File: src/adres_haritasi_pkg.sv
// Data bus address map
package adres_haritasi_pkg;

    // Region select bits of the data bus address.
    localparam int L1V_BIT = 30;
    localparam int VY_BIT  = 29;
    localparam int TMR_BIT = 28;

    // Target of a single data bus access.
    typedef enum logic [1:0] {
        BOLGE_YOK = 2'd0,
        BOLGE_L1V = 2'd1,
        BOLGE_VY  = 2'd2,
        BOLGE_TMR = 2'd3
    } bolge_t;

    // Scratchpad geometry.
    localparam int L1V_KELIME = 256;
    localparam int L1V_ADR_W  = 8;
    localparam int L1V_ADR_LSB = 2; // Word index starts above the byte offset.

endpackage

File: src/bib_yonlendirici.sv
// Data bus router
`timescale 1ns/1ps

module bib_yonlendirici (
    input  logic        clk,
    input  logic        rst_n_i,
    input  logic [31:0] bib_adr_i,
    input  logic        bib_sec_i,
    input  logic [31:0] l1v_oku_veri_i,
    input  logic        l1v_durdur_i,
    input  logic [31:0] vy_oku_veri_i,
    input  logic        vy_durdur_i,
    input  logic [31:0] tmr_oku_veri_i,
    output logic        l1v_sec_o,
    output logic        vy_sec_o,
    output logic        tmr_sec_o,
    output logic [31:0] bib_oku_veri_o,
    output logic        bib_durdur_o
);

    adres_haritasi_pkg::bolge_t bolge;       // Decoded from the live address.
    adres_haritasi_pkg::bolge_t bolge_q;     // Region of a stalled access.
    adres_haritasi_pkg::bolge_t bolge_sonuc; // Drives the result mux.

    // Scratchpad wins over timer, timer over peripherals.
    always_comb begin
        if (bib_adr_i[adres_haritasi_pkg::L1V_BIT]) begin
            bolge = adres_haritasi_pkg::BOLGE_L1V;
        end else if (bib_adr_i[adres_haritasi_pkg::TMR_BIT]) begin
            bolge = adres_haritasi_pkg::BOLGE_TMR;
        end else if (bib_adr_i[adres_haritasi_pkg::VY_BIT]) begin
            bolge = adres_haritasi_pkg::BOLGE_VY;
        end else begin
            bolge = adres_haritasi_pkg::BOLGE_YOK;
        end
    end

    assign l1v_sec_o = bib_sec_i && (bolge == adres_haritasi_pkg::BOLGE_L1V);
    assign vy_sec_o  = bib_sec_i && (bolge == adres_haritasi_pkg::BOLGE_VY);
    assign tmr_sec_o = bib_sec_i && (bolge == adres_haritasi_pkg::BOLGE_TMR);

    always_ff @(posedge clk or negedge rst_n_i) begin
        if (!rst_n_i) begin
            bolge_q <= adres_haritasi_pkg::BOLGE_YOK;
        end else if (bib_durdur_o) begin
            bolge_q <= bolge_sonuc; // Keep the waiting target.
        end else begin
            bolge_q <= adres_haritasi_pkg::BOLGE_YOK;
        end
    end

    assign bolge_sonuc = (bolge_q != adres_haritasi_pkg::BOLGE_YOK) ? bolge_q : bolge;

    always_comb begin
        case (bolge_sonuc)
            adres_haritasi_pkg::BOLGE_L1V: begin
                bib_oku_veri_o = l1v_oku_veri_i;
                bib_durdur_o   = l1v_durdur_i;
            end
            adres_haritasi_pkg::BOLGE_VY: begin
                bib_oku_veri_o = vy_oku_veri_i;
                bib_durdur_o   = vy_durdur_i;
            end
            adres_haritasi_pkg::BOLGE_TMR: begin
                bib_oku_veri_o = tmr_oku_veri_i;
                bib_durdur_o   = 1'b0; // Timer never stalls.
            end
            default: begin
                bib_oku_veri_o = 32'h0000_0000; // Unmapped reads zero.
                bib_durdur_o   = 1'b0;
            end
        endcase
    end

endmodule

File: config.mk
export PLATFORM = sky130hd
export DESIGN_NAME = bib_yonlendirici
export DESIGN_NICKNAME = d
export VERILOG_FILES = /design/src/adres_haritasi_pkg.sv /design/src/bib_yonlendirici.sv
export SDC_FILE = /design/constraint.sdc
export NUM_CORES = 1
export LEC_CHECK = 0
export ABC_AREA = 1
export BUFFER_PORTS_ARGS = -buffer_cell sky130_fd_sc_hd__clkbuf_2
export CAP_MARGIN = 5
export CORE_MARGIN = 2
export CORE_UTILIZATION = 36
export CTS_CLUSTER_SIZE = 8
export DETAILED_ROUTE_END_ITERATION = 6
export GPL_ROUTABILITY_DRIVEN = 0
export GPL_TIMING_DRIVEN = 0
export PLACE_DENSITY_LB_ADDON = 0.2
export SLEW_MARGIN = 20
export SYNTH_ARGS = -nofsm -noshare
export SYNTH_HDL_FRONTEND = slang
export SYNTH_SLANG_ARGS = --single-unit
File: constraint.sdc
create_clock -name clk -period 3.79 [get_ports clk]
set_input_delay 0.9475 -clock clk [delete_from_list [all_inputs] [get_ports clk]]
set_output_delay 0.9475 -clock clk [all_outputs]
set_load 0.005 [all_outputs]
==> metrics.md <==
| Metric | Value |
|---|---|
| Status | `completed` |
| Overall routing resource usage | `21.2%` |
| Seq/Total Area, Yosys | `3.62%` |
| Via Count | `1808` |
| Die Ht | `66 um` |
| TritonCTS Sinks | `2` |
| CP max stage cell | `buf_12` |
| PwrDens | `198 nW/um^2` |
| Slew @ Worst Pin | `0.245 ns` |
| Fin crit period | `2.91 ns` |
| IO buf count | `139` |
| Ant. Diodes | `0` |
| Syn-to-layout area delta | `57.6%` |
| Final count of hold timing violations | `0` |
| Total wire length | `4.63 mm` |
| Crit path max-delay family | `buffers and inverters` |
| Adder-cell share of the synthesized area | `0%` |
| Number of synthesized register bits | `2` |
| CTS buffer count | `3` |
| Fillers | `381` |
| Antenna Nets Post-Route | `0` |
| Site Rows | `22` |
| First-pass GRT wire length | `7.47 mm` |
| Vias/cell | `4.94` |
| Final worst-path cycle share | `76.9%` |
| Clock Skew | `0.00114 ns` |
| Die width | `66 um` |
| Root buf cell | `clkbuf_8` |
| Max-Cap Viols | `0` |
| Max FFs per register | `2` |
| Die area | `4360 um^2` |
| Startpoint types | `input port` |
| Biggest regs | `bolge_q x2` |
| Post-DP HPWL | `3.85 mm` |
| Clock Path Buffers | `2` |
| Type of the most critical hold path | `in -> async` |
| Post-CTS sizing | `0` |
| Crit path max fanout | `10` |
| Mux contribution to synthesized area | `0%` |
| CP max stage delay | `0.15 ns` |
| Fmax | `343 MHz` |
| Synthesized area per cell | `7.86 um^2` |
| Compound-cell area share of the yosys netlist | `1.81%` |
| Setup crit end kind | `output pin` |
| Crit Path Class | `in -> out` |
| Crit-path cells | `clkbuf_2, nor2_4, nand2_2, nand2_2, buf_12, buf_12, nand3_2, nand3_1, clkbuf_2` |
| Synth warnings | `0` |
| CTS tree | `yes` |
| Syn Nets | `309` |
| Final setup TNS | `0 ns` |
| Worst path arrival time | `1.97 ns` |
| Vias in the first global route | `1753` |
| Post-Syn Instances | `176` |
| Mapped Area | `1380 um^2` |
| Starting Density | `37.5%` |
| Worst path bufs/invs | `4` |
| Post-synth cell types | `18` |
| Main combinational cell family by area after synthesis | `simple AND/OR/NAND/NOR gates` |
| Max VDD drop | `151 uV` |
| Unrepaired setup endpoints after global routing | `no` |
| Hold WS | `0.514 ns` |
| XOR/XNOR share of the synthesized area | `0%` |
| Initial antenna violation count | `0` |
| Worst skew pair latency | `0.21 ns` |
| Final setup viols | `0` |
| Remaining DRCs | `0` |
| Starting DRC count in detailed routing | `47` |
| Most common cell after layout, fill and taps aside | `clkbuf_2` |
| Relative slew margins | `83.5%` |
| Gr ovfl total | `0` |
| CP Data Required Time | `2.84 ns` |
| Reg clk slew, reported paths | `0.03 ns` |
| Most frequent cells in the layout | `clkbuf_2, nand3_1, nand3_2, buf_4` |
| Final slew viol count | `0` |
| Post-route core utilization | `59.1%` |
| Top reg by flops | `bolge_q` |
| Synth Area in Simple Gates | `75.7%` |
| WL/cell | `12.7 um` |
| Core area | `3690 um^2` |
| LEAKAGE | `0.00119 uW` |
| # H-tree levels | `1` |
| Largest net degree at the start of global routing | `11` |
| Nets | `453` |
| Postcts setup bufs | `0` |
| Hold-fix buffers, CTS | `0` |
| Share of cells above drive strength 1 | `74.2%` |
| DRT Pass-1 Iters | `4` |
| IO Pins | `169` |
## area by class of cell
type | instances | area, um^2 | area share [%]
plain buffers | 20 | 231 | 10.6
clock buffers | 3 | 41.3 | 1.89
repair buffers | 139 | 696 | 31.9
multi-input cells | 146 | 1070 | 49.2
flip-flops and latches | 2 | 50.0 | 2.29
inverters | 8 | 30.0 | 1.38
well taps | 48 | 60.1 | 2.75
## through the flow
| step | worst slack (ns) | area [um^2] | cells | power [uW] |
|---|---|---|---|---|
| 6_report | 0.876 | 2180 | 366 | 431 |
| 3_3_place_gp | 0.871 | 2140 | 363 | 348 |
| 5_1_grt | 0.774 | 2180 | 366 | 469 |
| 4_1_cts | 0.850 | 2180 | 366 | 437 |
| 3_5_place_dp | 0.853 | 2140 | 363 | 350 |
| 2_1_floorplan | 1.23 | 1380 | 176 | 212 |
## worst reg2reg max path: stages (launching register included)
cell	delay (ns)
dfrtp_1	0.42
inv_2	0.09
o21ai_2	0.05
nand2_2	0.07
buf_6	0.16
buf_6	0.18
nand3_2	0.10
inv_1	0.06
## per-layer routing
metal	wire length (um)	vias up	track usage, %	part of all wire, %
met5	0	-	0	0
met1	1750	784	23.4	38
met4	18	0	4.08	0.39
li1	-	924	-	-
met3	507	3	5.45	11
met2	2360	97	40.4	51
## cells by family (layout without fill, tap and decap cells)
kind of cell	Yosys count	in the layout
simple gates	144	144
buf+inv	28	170
compound gates	2	2
flops	2	2
## cells in the mapped netlist
master / instances / area (um^2)
inv_2: 3 / 11.3
nor2_4: 1 / 11.3
o21ai_2: 1 / 8.76
nand3_2: 61 / 611
buf_12: 6 / 120
a21oi_4: 1 / 16.3
nand2_2: 6 / 37.5
nand3_1: 68 / 340
nor3_1: 1 / 5.00
buf_6: 3 / 33.8
dfrtp_1: 2 / 50.1
nor4_1: 1 / 6.26
nor2_1: 2 / 7.51
inv_1: 5 / 18.8
buf_2: 2 / 10.0
buf_4: 9 / 67.6
nand2_1: 3 / 11.3
nand3_4: 1 / 17.5
## worst paths after layout
path,startpoint,endpoint,slack (ns),cells past startpoint
setup / recovery,bib_adr_i[30],bib_oku_veri_o[1],0.88,9
hold / removal,rst_n_i,bolge_q[0],0.51,1
setup reg to reg,bolge_q[1],bolge_q[0],2.59,7
hold reg to reg,bolge_q[1],bolge_q[0],0.67,3
max in group asynchronous,rst_n_i,bolge_q[1],3.18,1
min in group clk,bolge_q[1],bolge_q[0],0.67,3
## power by group
group          switching [uW]  internal (uW)  total (uW)
Clock                    17.4           67.2        84.6
Sequential               1.67           22.8        24.5
Combinational             164            158         322
(Power assumes the default switching activity.)
