===== config.mk =====
export PLATFORM = sky130hd
export DESIGN_NAME = darbe_genislik
export DESIGN_NICKNAME = d
export VERILOG_FILES = /design/src/cevre_pkg.sv /design/src/darbe_genislik.sv
export SDC_FILE = /design/constraint.sdc
export NUM_CORES = 1
export LEC_CHECK = 0
export BUFFER_PORTS_ARGS = -buffer_cell sky130_fd_sc_hd__buf_2
export CORE_AREA = 2 2 108 110
export DETAILED_ROUTE_END_ITERATION = 10
export DIE_AREA = 0 0 110 112
export PLACE_DENSITY = 0.66
export SLEW_MARGIN = 15
export SYNTH_ARGS = -nofsm -noshare
export SYNTH_HDL_FRONTEND = slang
export SYNTH_SLANG_ARGS = --single-unit

===== constraint.sdc =====
create_clock -name clk -period 8.8 [get_ports clk]
set_clock_uncertainty 0.2 [all_clocks]
set_input_delay 1.76 -clock clk [delete_from_list [all_inputs] [get_ports clk]]
set_output_delay 1.76 -clock clk [all_outputs]
set_load 0.05 [all_outputs]

===== src/cevre_pkg.sv =====
// Timer and PWM register map
package cevre_pkg;

    localparam int OFS_W = 4; // Byte offset width inside a peripheral.

    // Timer words.
    localparam int TMR_W = 64;
    localparam logic [OFS_W-1:0] TMR_ALT_OFS = 4'h0;
    localparam logic [OFS_W-1:0] TMR_UST_OFS = 4'h4;

    // PWM registers.
    localparam int PWM_W = 16;
    localparam logic [OFS_W-1:0] PWM_PERIYOT_OFS  = 4'h0;
    localparam logic [OFS_W-1:0] PWM_DOLULUK0_OFS = 4'h4;
    localparam logic [OFS_W-1:0] PWM_DOLULUK1_OFS = 4'h8;

endpackage


===== src/darbe_genislik.sv =====
// Two-channel PWM peripheral
`timescale 1ns/1ps

module darbe_genislik (
    input  logic        clk,
    input  logic        rst_n_i,
    input  logic        vy_sec_i,
    input  logic [3:2]  vy_adr_i,
    input  logic [31:0] vy_veri_i,
    input  logic [3:0]  vy_maske_i,
    output logic [31:0] vy_oku_veri_o,
    output logic        vy_durdur_o,
    output logic        pwm0_o,
    output logic        pwm1_o
);

    logic [cevre_pkg::PWM_W-1:0] periyot_q;
    logic [cevre_pkg::PWM_W-1:0] doluluk0_q;
    logic [cevre_pkg::PWM_W-1:0] doluluk1_q;
    logic [cevre_pkg::PWM_W-1:0] sayac_q;
    logic [cevre_pkg::OFS_W-1:0] ofs;
    logic                        bekle_q;
    logic                        yaz;

    function automatic logic [cevre_pkg::PWM_W-1:0] maskeli_yaz(
        input logic [cevre_pkg::PWM_W-1:0] eski,
        input logic [31:0]                 veri,
        input logic [3:0]                  maske
    );
        logic [cevre_pkg::PWM_W-1:0] yeni;
        yeni = eski;
        for (int b = 0; b < cevre_pkg::PWM_W / 8; b++) begin
            if (maske[b]) begin
                yeni[8*b +: 8] = veri[8*b +: 8];
            end
        end
        return yeni;
    endfunction

    assign ofs         = {vy_adr_i, 2'b00};
    assign vy_durdur_o = vy_sec_i && !bekle_q;
    assign yaz         = vy_sec_i && bekle_q && (vy_maske_i != 4'b0000); // Completion edge.

    always_ff @(posedge clk or negedge rst_n_i) begin
        if (!rst_n_i) begin
            bekle_q    <= 1'b0;
            periyot_q  <= '0;
            doluluk0_q <= '0;
            doluluk1_q <= '0;
        end else begin
            bekle_q <= vy_sec_i && !bekle_q;
            if (yaz && ofs == cevre_pkg::PWM_PERIYOT_OFS) begin
                periyot_q <= maskeli_yaz(periyot_q, vy_veri_i, vy_maske_i);
            end
            if (yaz && ofs == cevre_pkg::PWM_DOLULUK0_OFS) begin
                doluluk0_q <= maskeli_yaz(doluluk0_q, vy_veri_i, vy_maske_i);
            end
            if (yaz && ofs == cevre_pkg::PWM_DOLULUK1_OFS) begin
                doluluk1_q <= maskeli_yaz(doluluk1_q, vy_veri_i, vy_maske_i);
            end
        end
    end

    always_comb begin
        case (ofs)
            cevre_pkg::PWM_PERIYOT_OFS:  vy_oku_veri_o = 32'(periyot_q);
            cevre_pkg::PWM_DOLULUK0_OFS: vy_oku_veri_o = 32'(doluluk0_q);
            cevre_pkg::PWM_DOLULUK1_OFS: vy_oku_veri_o = 32'(doluluk1_q);
            default:                     vy_oku_veri_o = 32'h0000_0000;
        endcase
    end

    // Shared counter and registered compares.
    always_ff @(posedge clk or negedge rst_n_i) begin
        if (!rst_n_i) begin
            sayac_q <= '0;
            pwm0_o  <= 1'b0;
            pwm1_o  <= 1'b0;
        end else begin
            if (periyot_q == '0 || sayac_q >= periyot_q - 1'b1) begin
                sayac_q <= '0; // Also catches a shrunk period.
            end else begin
                sayac_q <= sayac_q + 1'b1;
            end
            pwm0_o <= sayac_q < doluluk0_q;
            pwm1_o <= sayac_q < doluluk1_q;
        end
    end

endmodule


==> key figures <==
Run status
  – Status: finished clean

Drt
  – DRT Pass-1 Iters: 4
  – Post-DRT Antenna Nets: 0
  – Drt wl/cell: ~15 µm
  – WL final: ~10 mm
  – Via count: between 3,000 and 4,000
  – Post-route DRC: 0
  – DRT iter0 DRCs: 160
  – Post-DR vias/cell: just over 5

Synthesis
  – Asr flop ratio synth: between 90% and 100%
  – Top-count cell post-synth: dfrtp_1
  – Number of flops mapped to enable cells by yosys: 0
  – Synth Register Bits: 67
  – Synth Flop Type: dfrtp_1
  – List of most frequent post-synthesis cells: dfrtp_1, ha_1, nand2_1
  – Post-synth cell types: 47
  – Ys Warns: 0
  – Seq/Total Area, Yosys: about two fifths
  – Area leader, netlist: dfrtp_1
  – Post-Syn Area: roughly 4400 µm²
  – Proportion of netlist area held by the largest area contributor: 38.12%
  – Synth Area per Inst: roughly 9.7 µm²
  – Mapped Cells: between 400 and 500
  – Synth top area cells: dfrtp_1, ha_1, mux2_2

Global routing
  – First-pass GRT wire length: about 17 mm
  – Largest net degree at the start of global routing: 68
  – Gr usage total: 17.36%
  – Initial antenna violation count: 0
  – Vias in the first global route: 3,300
  – Gr ovfl total: 0

STA
  – RSZ-0062 raised after global routing: no
  – Setup_tns: 0 ns
  – Final Max Slew Viols: 0
  – Slew HR: around 37%
  – Endpoints failing hold: 0
  – Post-route minimum period: between 5 and 6 ns
  – Fmax: approximately 180 MHz
  – Final period util: a little over three fifths
  – Hold Slack: 0.2686 ns
  – Slew @ Worst Pin: ~0.94 ns
  – # setup viols final: 0
  – Post-route setup slack: roughly 3.3 ns

Critical path
  – Critical Path End Type: output pin
  – Worst-path fanout max: 20
  – CP max stage cell: nand2b_1
  – Reg2Reg Setup Slack: between 5 and 6 ns
  – Reg-to-Reg Start: periyot_q[5]
  – Register-to-Register Path Depth: 10
  – Critical path arrival: 3.53 ns
  – Worst path max stage delay: ~0.8 ns
  – Worst setup SP type: input port
  – Reg2reg end: sayac_q[4]
  – Critical Path, Cell by Cell: buf_2 -> nand2b_1 -> o22ai_1 -> buf_2
  – Most frequent CP cell: buf_2
  – WS Path Type: input port to output pin
  – Required time of the critical path: 6.84 ns

Floorplanning
  – Core Area: about 11,000 µm²
  – Initial core utilization: 39.36%
  – Die Ht: between 100 and 150 µm
  – Die W: between 100 and 150 µm
  – Row Count: 39
  – Die Footprint: 12,320 µm²
  – Ports: 76

Place
  – Buffers added on ports: 41
  – Placement Cell Area: roughly 4700 µm²
  – Dpl ws: 3.375 ns
  – Routability-driven placement congestion ratio: 0.8329
  – Hpwl dp: 7.267 mm

Clock network
  – Skew-Pair Late Insertion Delay: 0.34 ns
  – Reg clk slew, reported paths: about 0.05 ns
  – Resized cells post-CTS: 0
  – Sink Count: 67
  – Hold buffer count at cts: 0
  – CTS tree: built
  – H-tree depth: 3
  – CTS root buffer: clkbuf_16
  – Inserted Clock Buffers: 9
  – Clock Tree Buf Depth: 2
  – Post-CTS Setup Repair Bufs: 0

Final layout
  – Total Nets Final: just under 600
  – Post-route cell area: between 4000 and 5000 µm²
  – N_diodes: 0
  – Share of cells above drive strength 1: a little under a fifth
  – P&R area growth vs syn: 11.95%

Hold path
  – Hold_sp: bekle_q
  – Worst Hold Depth: 1
  – Min-Delay Path Class: register to register
  – Hold endpoint: bekle_q

Power and ir drop
  – Leakage power: 2.421 nW
  – Max VDD drop: 0.1158 mV
  – Power Density: about 250 nW/µm²
  – Post-layout total power: roughly 0.0012 W

Flow run
  – Max-Cap Viols: 0
layout make-up:
class                   instances  area (µm²)
fillers                      1096        6251
clock inverters                 3       15.01
repair buffers                 44       227.7
well taps                     143       178.9
multi-input cells             333        2447
clock buffers                  12       246.5
flip-flops and latches         67        1677
inverters                      35       131.4
report_power, final:
group | leakage, nW | internal [W] | switching [W]
Combinational | 1.47 | 0.000178 | 0.000262
Clock | 0.132 | 0.000195 | 0.000129
Sequential | 0.818 | 0.000379 | 0.0000841
Total | 2.42 | 0.000753 | 0.000475
layer usage:
| layer | vias up | track usage [%] | part of all wire [%] |
|---|---|---|---|
| li1 | 1631 | - | - |
| met1 | 1569 | 23.23 | 47 |
| met2 | 76 | 27.65 | 47 |
| met3 | 13 | 4.157 | 4.6 |
| met4 | 0 | 5.232 | 1.3 |
| met5 | - | 0 | 0 |
cell usage in the layout (no fill, tap or decap), types with 4 or more instances in the layout:
cell / n
a21o_1: 8
a21oi_1: 9
buf_2: 41
clkbuf_16: 9
conb_1: 16
dfrtp_1: 67
ha_1: 49
inv_1: 35
mux2_2: 18
mux2i_1: 16
nand2_1: 43
nand2b_1: 6
nand3_1: 8
nand4_1: 11
nor2_1: 22
nor2_2: 10
o21ai_0: 32
o22ai_1: 16
or3_1: 4
xnor2_1: 13
xor2_1: 15
flip-flops by register name (all words and copies together) (netlist names):
register and count:
periyot_q 16, pwm1_o 1, doluluk0_q 16, sayac_q 16, doluluk1_q 16, bekle_q 1
pwm0_o 1
worst max-delay path by stage:
stage,from,end,slack (ns),depth (start not counted)
2_1_floorplan,vy_adr_i[3],vy_oku_veri_o[7],3.70,4
3_3_place_gp,vy_adr_i[3],vy_oku_veri_o[3],3.39,4
3_5_place_dp,vy_adr_i[3],vy_oku_veri_o[3],3.38,4
4_1_cts,vy_adr_i[3],vy_oku_veri_o[3],3.37,4
5_1_grt,vy_adr_i[3],vy_oku_veri_o[3],3.24,4
6_report,vy_adr_i[3],vy_oku_veri_o[3],3.31,4
cell families after synthesis:
family / count (synthesis) / share of synthesized area (%)
compound gates: 82 / 11.55
flops: 67 / 38.12
xor+xnor: 28 / 5.576
buf+inv: 67 / 7.511
simple gates: 124 / 14.96
fa+ha+maj: 49 / 13.94
mux: 34 / 8.250
other cells: 1 / 0.08527
critical path: cells and delay by family:
kind | cells | cell delay [ns]
buf+inv | 2 | 0.76
compound gates | 1 | 0.22
simple gates | 1 | 0.78
per-stage QoR:
stage               cells  utilization (%)
floorplan             467                -
global placement      622            41.72
detailed placement    622            41.72
CTS                   637            44.06
global route          637            44.06
finish                637            44.06
No activity file was read; power rests on OpenSTA's default activity.
