## src/cevre_pkg.sv

```systemverilog
// Timer and PWM register map
package cevre_pkg;

    localparam int OFS_W = 4; // Byte offset width inside a peripheral.

    // Timer words.
    localparam int TMR_W = 64;
    localparam logic [OFS_W-1:0] TMR_ALT_OFS = 4'h0;
    localparam logic [OFS_W-1:0] TMR_UST_OFS = 4'h4;

    // PWM registers.
    localparam int PWM_W = 16;
    localparam logic [OFS_W-1:0] PWM_PERIYOT_OFS  = 4'h0;
    localparam logic [OFS_W-1:0] PWM_DOLULUK0_OFS = 4'h4;
    localparam logic [OFS_W-1:0] PWM_DOLULUK1_OFS = 4'h8;

endpackage

```

## src/zamanlayici.sv

```systemverilog
// Free-running cycle timer
`timescale 1ns/1ps

module zamanlayici (
    input  logic        clk,
    input  logic        rst_n_i,
    input  logic        tmr_sec_i,
    input  logic [2:2]  tmr_adr_i,
    output logic [31:0] tmr_oku_veri_o
);

    logic [cevre_pkg::TMR_W-1:0] sayac_q;
    logic [cevre_pkg::OFS_W-1:0] ofs;
    logic [31:0]                 kelime;

    // Counts rising edges since reset release.
    always_ff @(posedge clk or negedge rst_n_i) begin
        if (!rst_n_i) begin
            sayac_q <= '0;
        end else begin
            sayac_q <= sayac_q + 1'b1;
        end
    end

    assign ofs = {1'b0, tmr_adr_i, 2'b00};

    always_comb begin
        case (ofs)
            cevre_pkg::TMR_ALT_OFS: kelime = sayac_q[31:0];
            cevre_pkg::TMR_UST_OFS: kelime = sayac_q[63:32];
            default:                kelime = 32'h0000_0000;
        endcase
    end

    // No write path.
    assign tmr_oku_veri_o = tmr_sec_i ? kelime : 32'h0000_0000;

endmodule

```

## config.mk

```make
export PLATFORM = sky130hd
export DESIGN_NAME = zamanlayici
export DESIGN_NICKNAME = d
export VERILOG_FILES = /design/src/cevre_pkg.sv /design/src/zamanlayici.sv
export SDC_FILE = /design/constraint.sdc
export NUM_CORES = 1
export LEC_CHECK = 0
export ABC_CLOCK_PERIOD_IN_PS = 6000
export BUFFER_PORTS_ARGS = -buffer_cell sky130_fd_sc_hd__buf_2
export CAP_MARGIN = 20
export CORE_ASPECT_RATIO = 0.75
export CORE_MARGIN = 3
export CORE_UTILIZATION = 55
export DETAILED_ROUTE_END_ITERATION = 16
export PLACE_DENSITY_LB_ADDON = 0.08
export SLEW_MARGIN = 20
export SYNTH_ARGS = -nofsm -noshare
export SYNTH_HDL_FRONTEND = slang
export SYNTH_SLANG_ARGS = --single-unit
export TNS_END_PERCENT = 5
```

## constraint.sdc

```tcl
create_clock -name clk -period 6 [get_ports clk]
set_clock_uncertainty 0.15 [all_clocks]
set_input_delay 1.2 -clock clk [delete_from_list [all_inputs] [get_ports clk]]
set_output_delay 1.2 -clock clk [all_outputs]
set_load 0.02 [all_outputs]
```

==> results.yml, run 1 <==
final_layout:
  finalNonFillerCells: 459
  largest_reg_flops: 64
  area_growth_pct: 11.83
  layout-drive-gt1-share: 0.1785
  multi_input_area_um2: 1904
  nNetsFinal: 381
  reg.largest.list: "sayac_q x64"
  n_fill_cell: 504
  antenna_cells: 0
  largest_register: "sayac_q"
  seq_area_um2: 1602
critical_path:
  worstPathArrival_ns: 2.47
  endpoint_kind: "output port"
  cp.required_ns: 4.65
  critPathMaxStageDelay_ns: 0.73
  timing.critical_path.mode_cell: "buf_2"
  worst_path_max_delay_cell: "buf_2"
  path_cells: "buf_2 > mux2i_1 > nor2b_1 > buf_2"
  crit_type: "in2out"
  path_max_fanout: 32
  worstSetupStartpointType: "input port"
grt:
  antenna_found_initial: 0
  grt_max_degree: 65
  grt_pass1_wl_um: 13030
  grt_pass1_vias: 2525
  gr-total-overflow: 0
  track_usage: 0.2248
yosys:
  synth_edf_count: 0
  ys_warn_count: 0
  async_flop_share: 1.000
  synthAdderAreaFrac: 0.003501
  yosys.area_share.simple: 0.2878
  syn-cell-area_um2: 3573
  synthXorXnorAreaFrac: 0.1520
  yosysUniqueCellTypes: 27
  syn-num-nets: 342
  ys_seq_area_frac: 0.4482
  syn_inst: 337
  synth-compound-area-share: 0
  synth_area_leaders: "dfrtp_1, mux2i_1, xnor2_1"
  synth_area_leader_cell: "dfrtp_1"
  synth_top_family_by_area: "simple AND/OR/NAND/NOR gates"
  syn_avg_cell_area_um2: 10.60
  muxShareOfSynthArea: 0.08964
  synthTopCellsByCount: "dfrtp_1, nor2b_1, xnor2_1"
  synth-main-ff-cell: "dfrtp_1"
  synth_top_area_share: 0.4482
  synthMostInstantiatedCell: "dfrtp_1"
  ys_ff_latch: 64
cts:
  cts_root_buf: "clkbuf_8"
  cts_hold_buffers: 0
  clkSinkCount: 64
  htreeDepth: 3
  cts_buffers: 9
  ctsResizeCount: 0
  ctsLongestPathBuffers: 2
  clk_pin_slew_ns: 0.06
  cts_tree: "yes"
  clock_latency_ns: 0.34
  postCtsSetupBuffers: 0
detailed_routing:
  vias: 2555
  viasPerCell: 5.566
  antenna_left: 0
  drt-initial-drc-count: 146
  dr.pass1.iters: 4
  drc: 0
  wl_per_cell_um: 16.41
  wirelength_um: 7533
place:
  port_buffers: 35
  place.gp.congestion: 0.8046
  place_hpwl_um: 5259
  place_inst: 443
  place_ws_ns: 2.191
floorplan:
  start_util: 0.5920
  die-area_um2: 7510
  core_um2: 6036
  die_w_um: 99.08
  die_h_um: 75.81
  num_io_pins: 36
  num_rows: 24
timing:
  setup_ws_ns: 2.184
  rsz0062_at_grt: "no"
  worst_slew_pin_slew_ns: 0.9703
  finalHoldViolations: 0
  tns_ns: 0
  period_needed_ns: 3.816
  fin_crit_sh: 0.6361
  final-max-slew-violation-count: 0
  maxSlewHeadroom: 0.3531
  finalSetupViolCount: 0
  fmax_ghz: 0.2620
power_and_ir_drop:
  ir_drop_mv: 0.1487
  fin_total_pwr_w: 0.0008098
  power_density_nw_per_um2: 202.6
  p_leak_nw: 1.959
min_path:
  hp-class: "reg2reg"
job:
  cap_violations: 0
run_status:
  status: "complete, no violations"
cells by family after synthesis:
logic type    count (synthesis)
simple gates                162
fa+ha+maj                     1
buf+inv                      16
xor+xnor                     62
mux                          32
flops                        64
final cells by class:
| class | count | area share |
|---|---|---|
| Multi-Input combinational cell | 257 | 0.4765 |
| Sequential cell | 64 | 0.4008 |
| Timing Repair Buffer | 36 | 0.04571 |
| Clock buffer | 12 | 0.03381 |
| Tap cell | 78 | 0.02442 |
| Clock inverter | 4 | 0.01127 |
| Inverter | 8 | 0.007514 |
layer usage:
metal | global-route usage | wire [um] | up-vias
met5 | 0 | 0 | -
met4 | 0.07727 | 65 | 0
met3 | 0.06038 | 472 | 6
met2 | 0.3199 | 3251 | 69
met1 | 0.3318 | 3744 | 1243
li1 | - | - | 1237
power by group:
group / internal, W / total [W] / switching [W] / leakage [nW]
Combinational: 0.00000963 / 0.0000282 / 0.0000185 / 0.985
Clock: 0.000190 / 0.000350 / 0.000160 / 0.0941
Sequential: 0.000431 / 0.000431 / 0 / 0.880
Total: 0.000631 / 0.000810 / 0.000179 / 1.96
critical path: cells and delay by family:
kind | cells | cell delay, ns
buffers and inverters | 2 | 0.91
multiplexers | 1 | 0.18
AND/OR/NAND/NOR | 1 | 0.16
cells in the final DEF (no fill, tap or decap), types with 2 or more instances in the layout:
master / n
buf_2: 35
nor3b_2: 2
nand4_4: 2
clkinv_2: 3
and4_1: 5
dfrtp_1: 64
nor4_4: 4
nor4_2: 6
nor3_1: 10
mux2i_1: 32
or2_2: 2
clkbuf_8: 9
nand4_1: 18
xnor2_1: 33
nor4_1: 3
and3_1: 7
nand2_1: 29
nor2b_1: 33
inv_1: 8
nand4_2: 2
nand3_1: 17
xor2_1: 29
clkbuf_1: 3
nor2_1: 19
final timing paths:
path | depth (start not counted) | start | to | slack, ns
setup / recovery | 4 | tmr_adr_i | tmr_oku_veri_o[12] | 2.18
hold / removal | 1 | sayac_q[63]$_DFF_PN0_ | sayac_q[63]$_DFF_PN0_ | 0.33
setup reg to reg | 6 | sayac_q[0]$_DFF_PN0_ | sayac_q[58]$_DFF_PN0_ | 2.99
hold reg to reg | 1 | sayac_q[63]$_DFF_PN0_ | sayac_q[63]$_DFF_PN0_ | 0.33
max in group asynchronous | 2 | rst_n_i | sayac_q[19]$_DFF_PN0_ | 4.30
min in group asynchronous | 2 | rst_n_i | sayac_q[0]$_DFF_PN0_ | 0.88
through the flow:
stage               instance area [um2]  utilization  hold slack, ns
floorplan                          3573            -          0.2914
global placement                   3816       0.6323          0.3084
detailed placement                 3816       0.6323          0.3209
CTS                                3996       0.6621          0.3314
global route                       3996       0.6621          0.3494
finish                             3996       0.6621          0.3334
Note: power is estimated with default switching activity, not from simulation.
==> inputs of run 2 (changes only) <==
--- a/config.mk
+++ b/config.mk
@@ -5,7 +5,8 @@
 export SDC_FILE = /design/constraint.sdc
 export NUM_CORES = 1
 export LEC_CHECK = 0
-export ABC_CLOCK_PERIOD_IN_PS = 6000
+export ABC_AREA = 1
+export ABC_CLOCK_PERIOD_IN_PS = 3600
 export BUFFER_PORTS_ARGS = -buffer_cell sky130_fd_sc_hd__buf_2
 export CAP_MARGIN = 20
 export CORE_ASPECT_RATIO = 0.75
==> constraint.sdc (replaced) <==
create_clock -name clk -period 3.6 [get_ports clk]
set_clock_uncertainty 0.15 [all_clocks]
set_input_delay 0.72 -clock clk [delete_from_list [all_inputs] [get_ports clk]]
set_output_delay 0.72 -clock clk [all_outputs]
set_load 0.02 [all_outputs]
==> run 2 against run 1 <==
Effect of this change:
- core utilization fell by 0.81 points
- routed wire length rose by 60%
- clock-buffer cell count fell by 1
- sequential power rose by 67%
- final area rose by 14%
- clock power rose by 100%
- critical path type unchanged
- largest cell class unchanged
- largest power group unchanged
==> results.yml, run 2 <==
run_status:
  status: "complete, no violations"
timing:
  finalSetupViolCount: 0
  rsz0062_at_grt: "no"
  fmax_ghz: 0.3713
  tns_ns: 0
  worst_slew_pin_slew_ns: 0.8273
  finalHoldViolations: 0
  final-max-slew-violation-count: 0
  fin_crit_sh: 0.7482
  maxSlewHeadroom: 0.4485
  period_needed_ns: 2.693
grt:
  grt_pass1_vias: 3582
  grt_pass1_wl_um: 19510
  gr-total-overflow: 0
  antenna_found_initial: 0
  track_usage: 0.3076
  grt_max_degree: 65
final_layout:
  largest_reg_flops: 64
  antenna_cells: 0
  largest_register: "sayac_q"
  layout_common_cells: "nand2_1, nor2_1, dfrtp_1"
  nNetsFinal: 637
  area_growth_pct: 12.59
  layout-drive-gt1-share: 0.1224
  final_common_cell: "nand2_1"
  fin_util: 0.6540
  reg.largest.list: "sayac_q x64"
critical_path:
  reg2reg_slack_ns: 1.64
  worstPathArrival_ns: 1.82
  critPathMaxStageDelay_ns: 0.40
  crit_type: "in2out"
  cp.required_ns: 2.73
  reg2reg_depth: 8
  cp.buffers_inverters: 3
  worst_path_max_delay_cell: "buf_2"
  path_cells: "buf_2 > buf_12 > o21ai_0 > a21oi_1 > buf_2"
  endpoint_kind: "output port"
  path_max_fanout: 34
  r2r_end: "sayac_q[38]$_DFF_PN0_"
  timing.critical_path.mode_cell: "buf_2"
  cp_num_cells: 5
  r2r_start: "sayac_q[1]$_DFF_PN0_"
  worstSetupStartpointType: "input port"
  critical_path.top_delay_family: "buffers and inverters"
min_path:
  holdPathStages: 2
  min_from: "sayac_q[63]$_DFF_PN0_"
  hp-class: "reg2reg"
  holdPathEnd: "sayac_q[63]$_DFF_PN0_"
yosys:
  syn_avg_cell_area_um2: 6.808
  synth_edf_count: 0
  synthTopCellsByCount: "nand2_1, nor2_1, dfrtp_1"
  ys_ff_latch: 64
  async_flop_share: 1.000
  syn_inst: 594
  synth-main-ff-cell: "dfrtp_1"
  ys_warn_count: 0
  yosysUniqueCellTypes: 19
  synth_top_area_share: 0.3960
  ys_seq_area_frac: 0.3960
  syn-num-nets: 599
  syn-cell-area_um2: 4044
  synth_area_leaders: "dfrtp_1, nand2_1, nor2_1"
  synth_area_leader_cell: "dfrtp_1"
  synthMostInstantiatedCell: "nand2_1"
floorplan:
  die_w_um: 105.0
  die_h_um: 80.26
  die-area_um2: 8428
  num_rows: 26
  num_io_pins: 36
  core_um2: 6962
  start_util: 0.5809
detailed_routing:
  dr_wl_met3_um: 1135
  wl_met1_um: 5835
  drc: 0
  wl_per_cell_um: 16.43
  antenna_left: 0
  wirelength_um: 12080
  vias: 3964
  viasPerCell: 5.393
  wl_met2_um: 4984
  maxUsedRoutingLayer: "met4"
  drt-initial-drc-count: 333
  dr.pass1.iters: 6
cts:
  postCtsSetupBuffers: 0
  cts_hold_buffers: 0
  cts_root_buf: "clkbuf_8"
  ctsResizeCount: 0
  cts_buffers: 9
  clkSinkCount: 64
  htreeDepth: 3
  clk_pin_slew_ns: 0.07
  clock_latency_ns: 0.34
  cts_tree: "yes"
  ctsLongestPathBuffers: 2
job:
  cap_violations: 0
power_and_ir_drop:
  p_leak_nw: 2.019
  ir_drop_mv: 0.2202
  power_density_nw_per_um2: 332.0
place:
  place.gp.congestion: 0.9709
  port_buffers: 35
  place_hpwl_um: 9401
-- run 2: cell count changes in the layout (fill, tap and decap cells not counted), sizes merged, moves of 32 or more --
| cell | before | now |
|---|---|---|
| nand2 | 29 | 210 |
| o21ai | 0 | 52 |
| inv | 8 | 47 |
| nor2 | 19 | 128 |
| mux2i | 32 | 0 |
| nor2b | 33 | 0 |
-- run 2: where the power goes --
group | switching (W) | internal (W)
logic | 0.0000604 | 0.0000211
clock network | 0.000304 | 0.000408
registers | 0 | 0.000718
total | 0.000364 | 0.00115
-- run 2: kinds of logic after synthesis --
group / Yosys count / synth area share
AOI/OAI and AO/OA: 82 / 0.1015
DFF: 64 / 0.3960
adders and majority gates: 1 / 0.003094
buffers and inverters: 57 / 0.05291
xor gates and xnor gates: 31 / 0.06714
and+or+nand+nor: 359 / 0.3793
-- run 2: worst min-delay path, stage by stage (launching register included) --
cell	delay (ns)
dfrtp_1	0.35
o21ai_1	0.06
nand2_1	0.05
-- run 2: metal layers --
| layer | up-vias | GRT usage |
|---|---|---|
| met4 | 0 | 0.07995 |
| met1 | 1818 | 0.4742 |
| li1 | 1943 | - |
| met5 | - | 0 |
| met2 | 188 | 0.4392 |
| met3 | 15 | 0.05783 |
-- run 2: how the worst max path moves through the flow --
stage / from / to / slack [ns]
2_1_floorplan: tmr_adr_i / tmr_oku_veri_o[10] / 1.15
3_5_place_dp: tmr_adr_i / tmr_oku_veri_o[17] / 0.94
3_3_place_gp: tmr_adr_i / tmr_oku_veri_o[6] / 0.99
5_1_grt: tmr_adr_i / tmr_oku_veri_o[22] / 0.77
6_report: tmr_adr_i / tmr_oku_veri_o[17] / 0.91
4_1_cts: tmr_adr_i / tmr_oku_veri_o[17] / 0.93
-- run 2: per-stage QoR --
step                      setup slack [ns]  area [um2]  hold WS (ns)  cells   power, W
final                               0.9065        4553        0.3386    735   0.001512
after detailed placement            0.9370        4332        0.3273    719  0.0008151
after global placement              0.9937        4332        0.3133    719  0.0008131
after CTS                           0.9316        4553        0.3435    735   0.001511
after global routing                0.7696        4553        0.3652    735   0.001556
after floorplan                      1.145        4044        0.2744    594  0.0007779
-- run 2: final cells by class --
class,instances,area [um2]
Timing Repair Buffer,37,202.7
Clock inverter,5,80.08
Multi-Input combinational cell,473,2228
Clock buffer,11,141.4
Sequential cell,64,1602
Fill cell,649,2409
Tap cell,98,122.6
Inverter,47,176.4
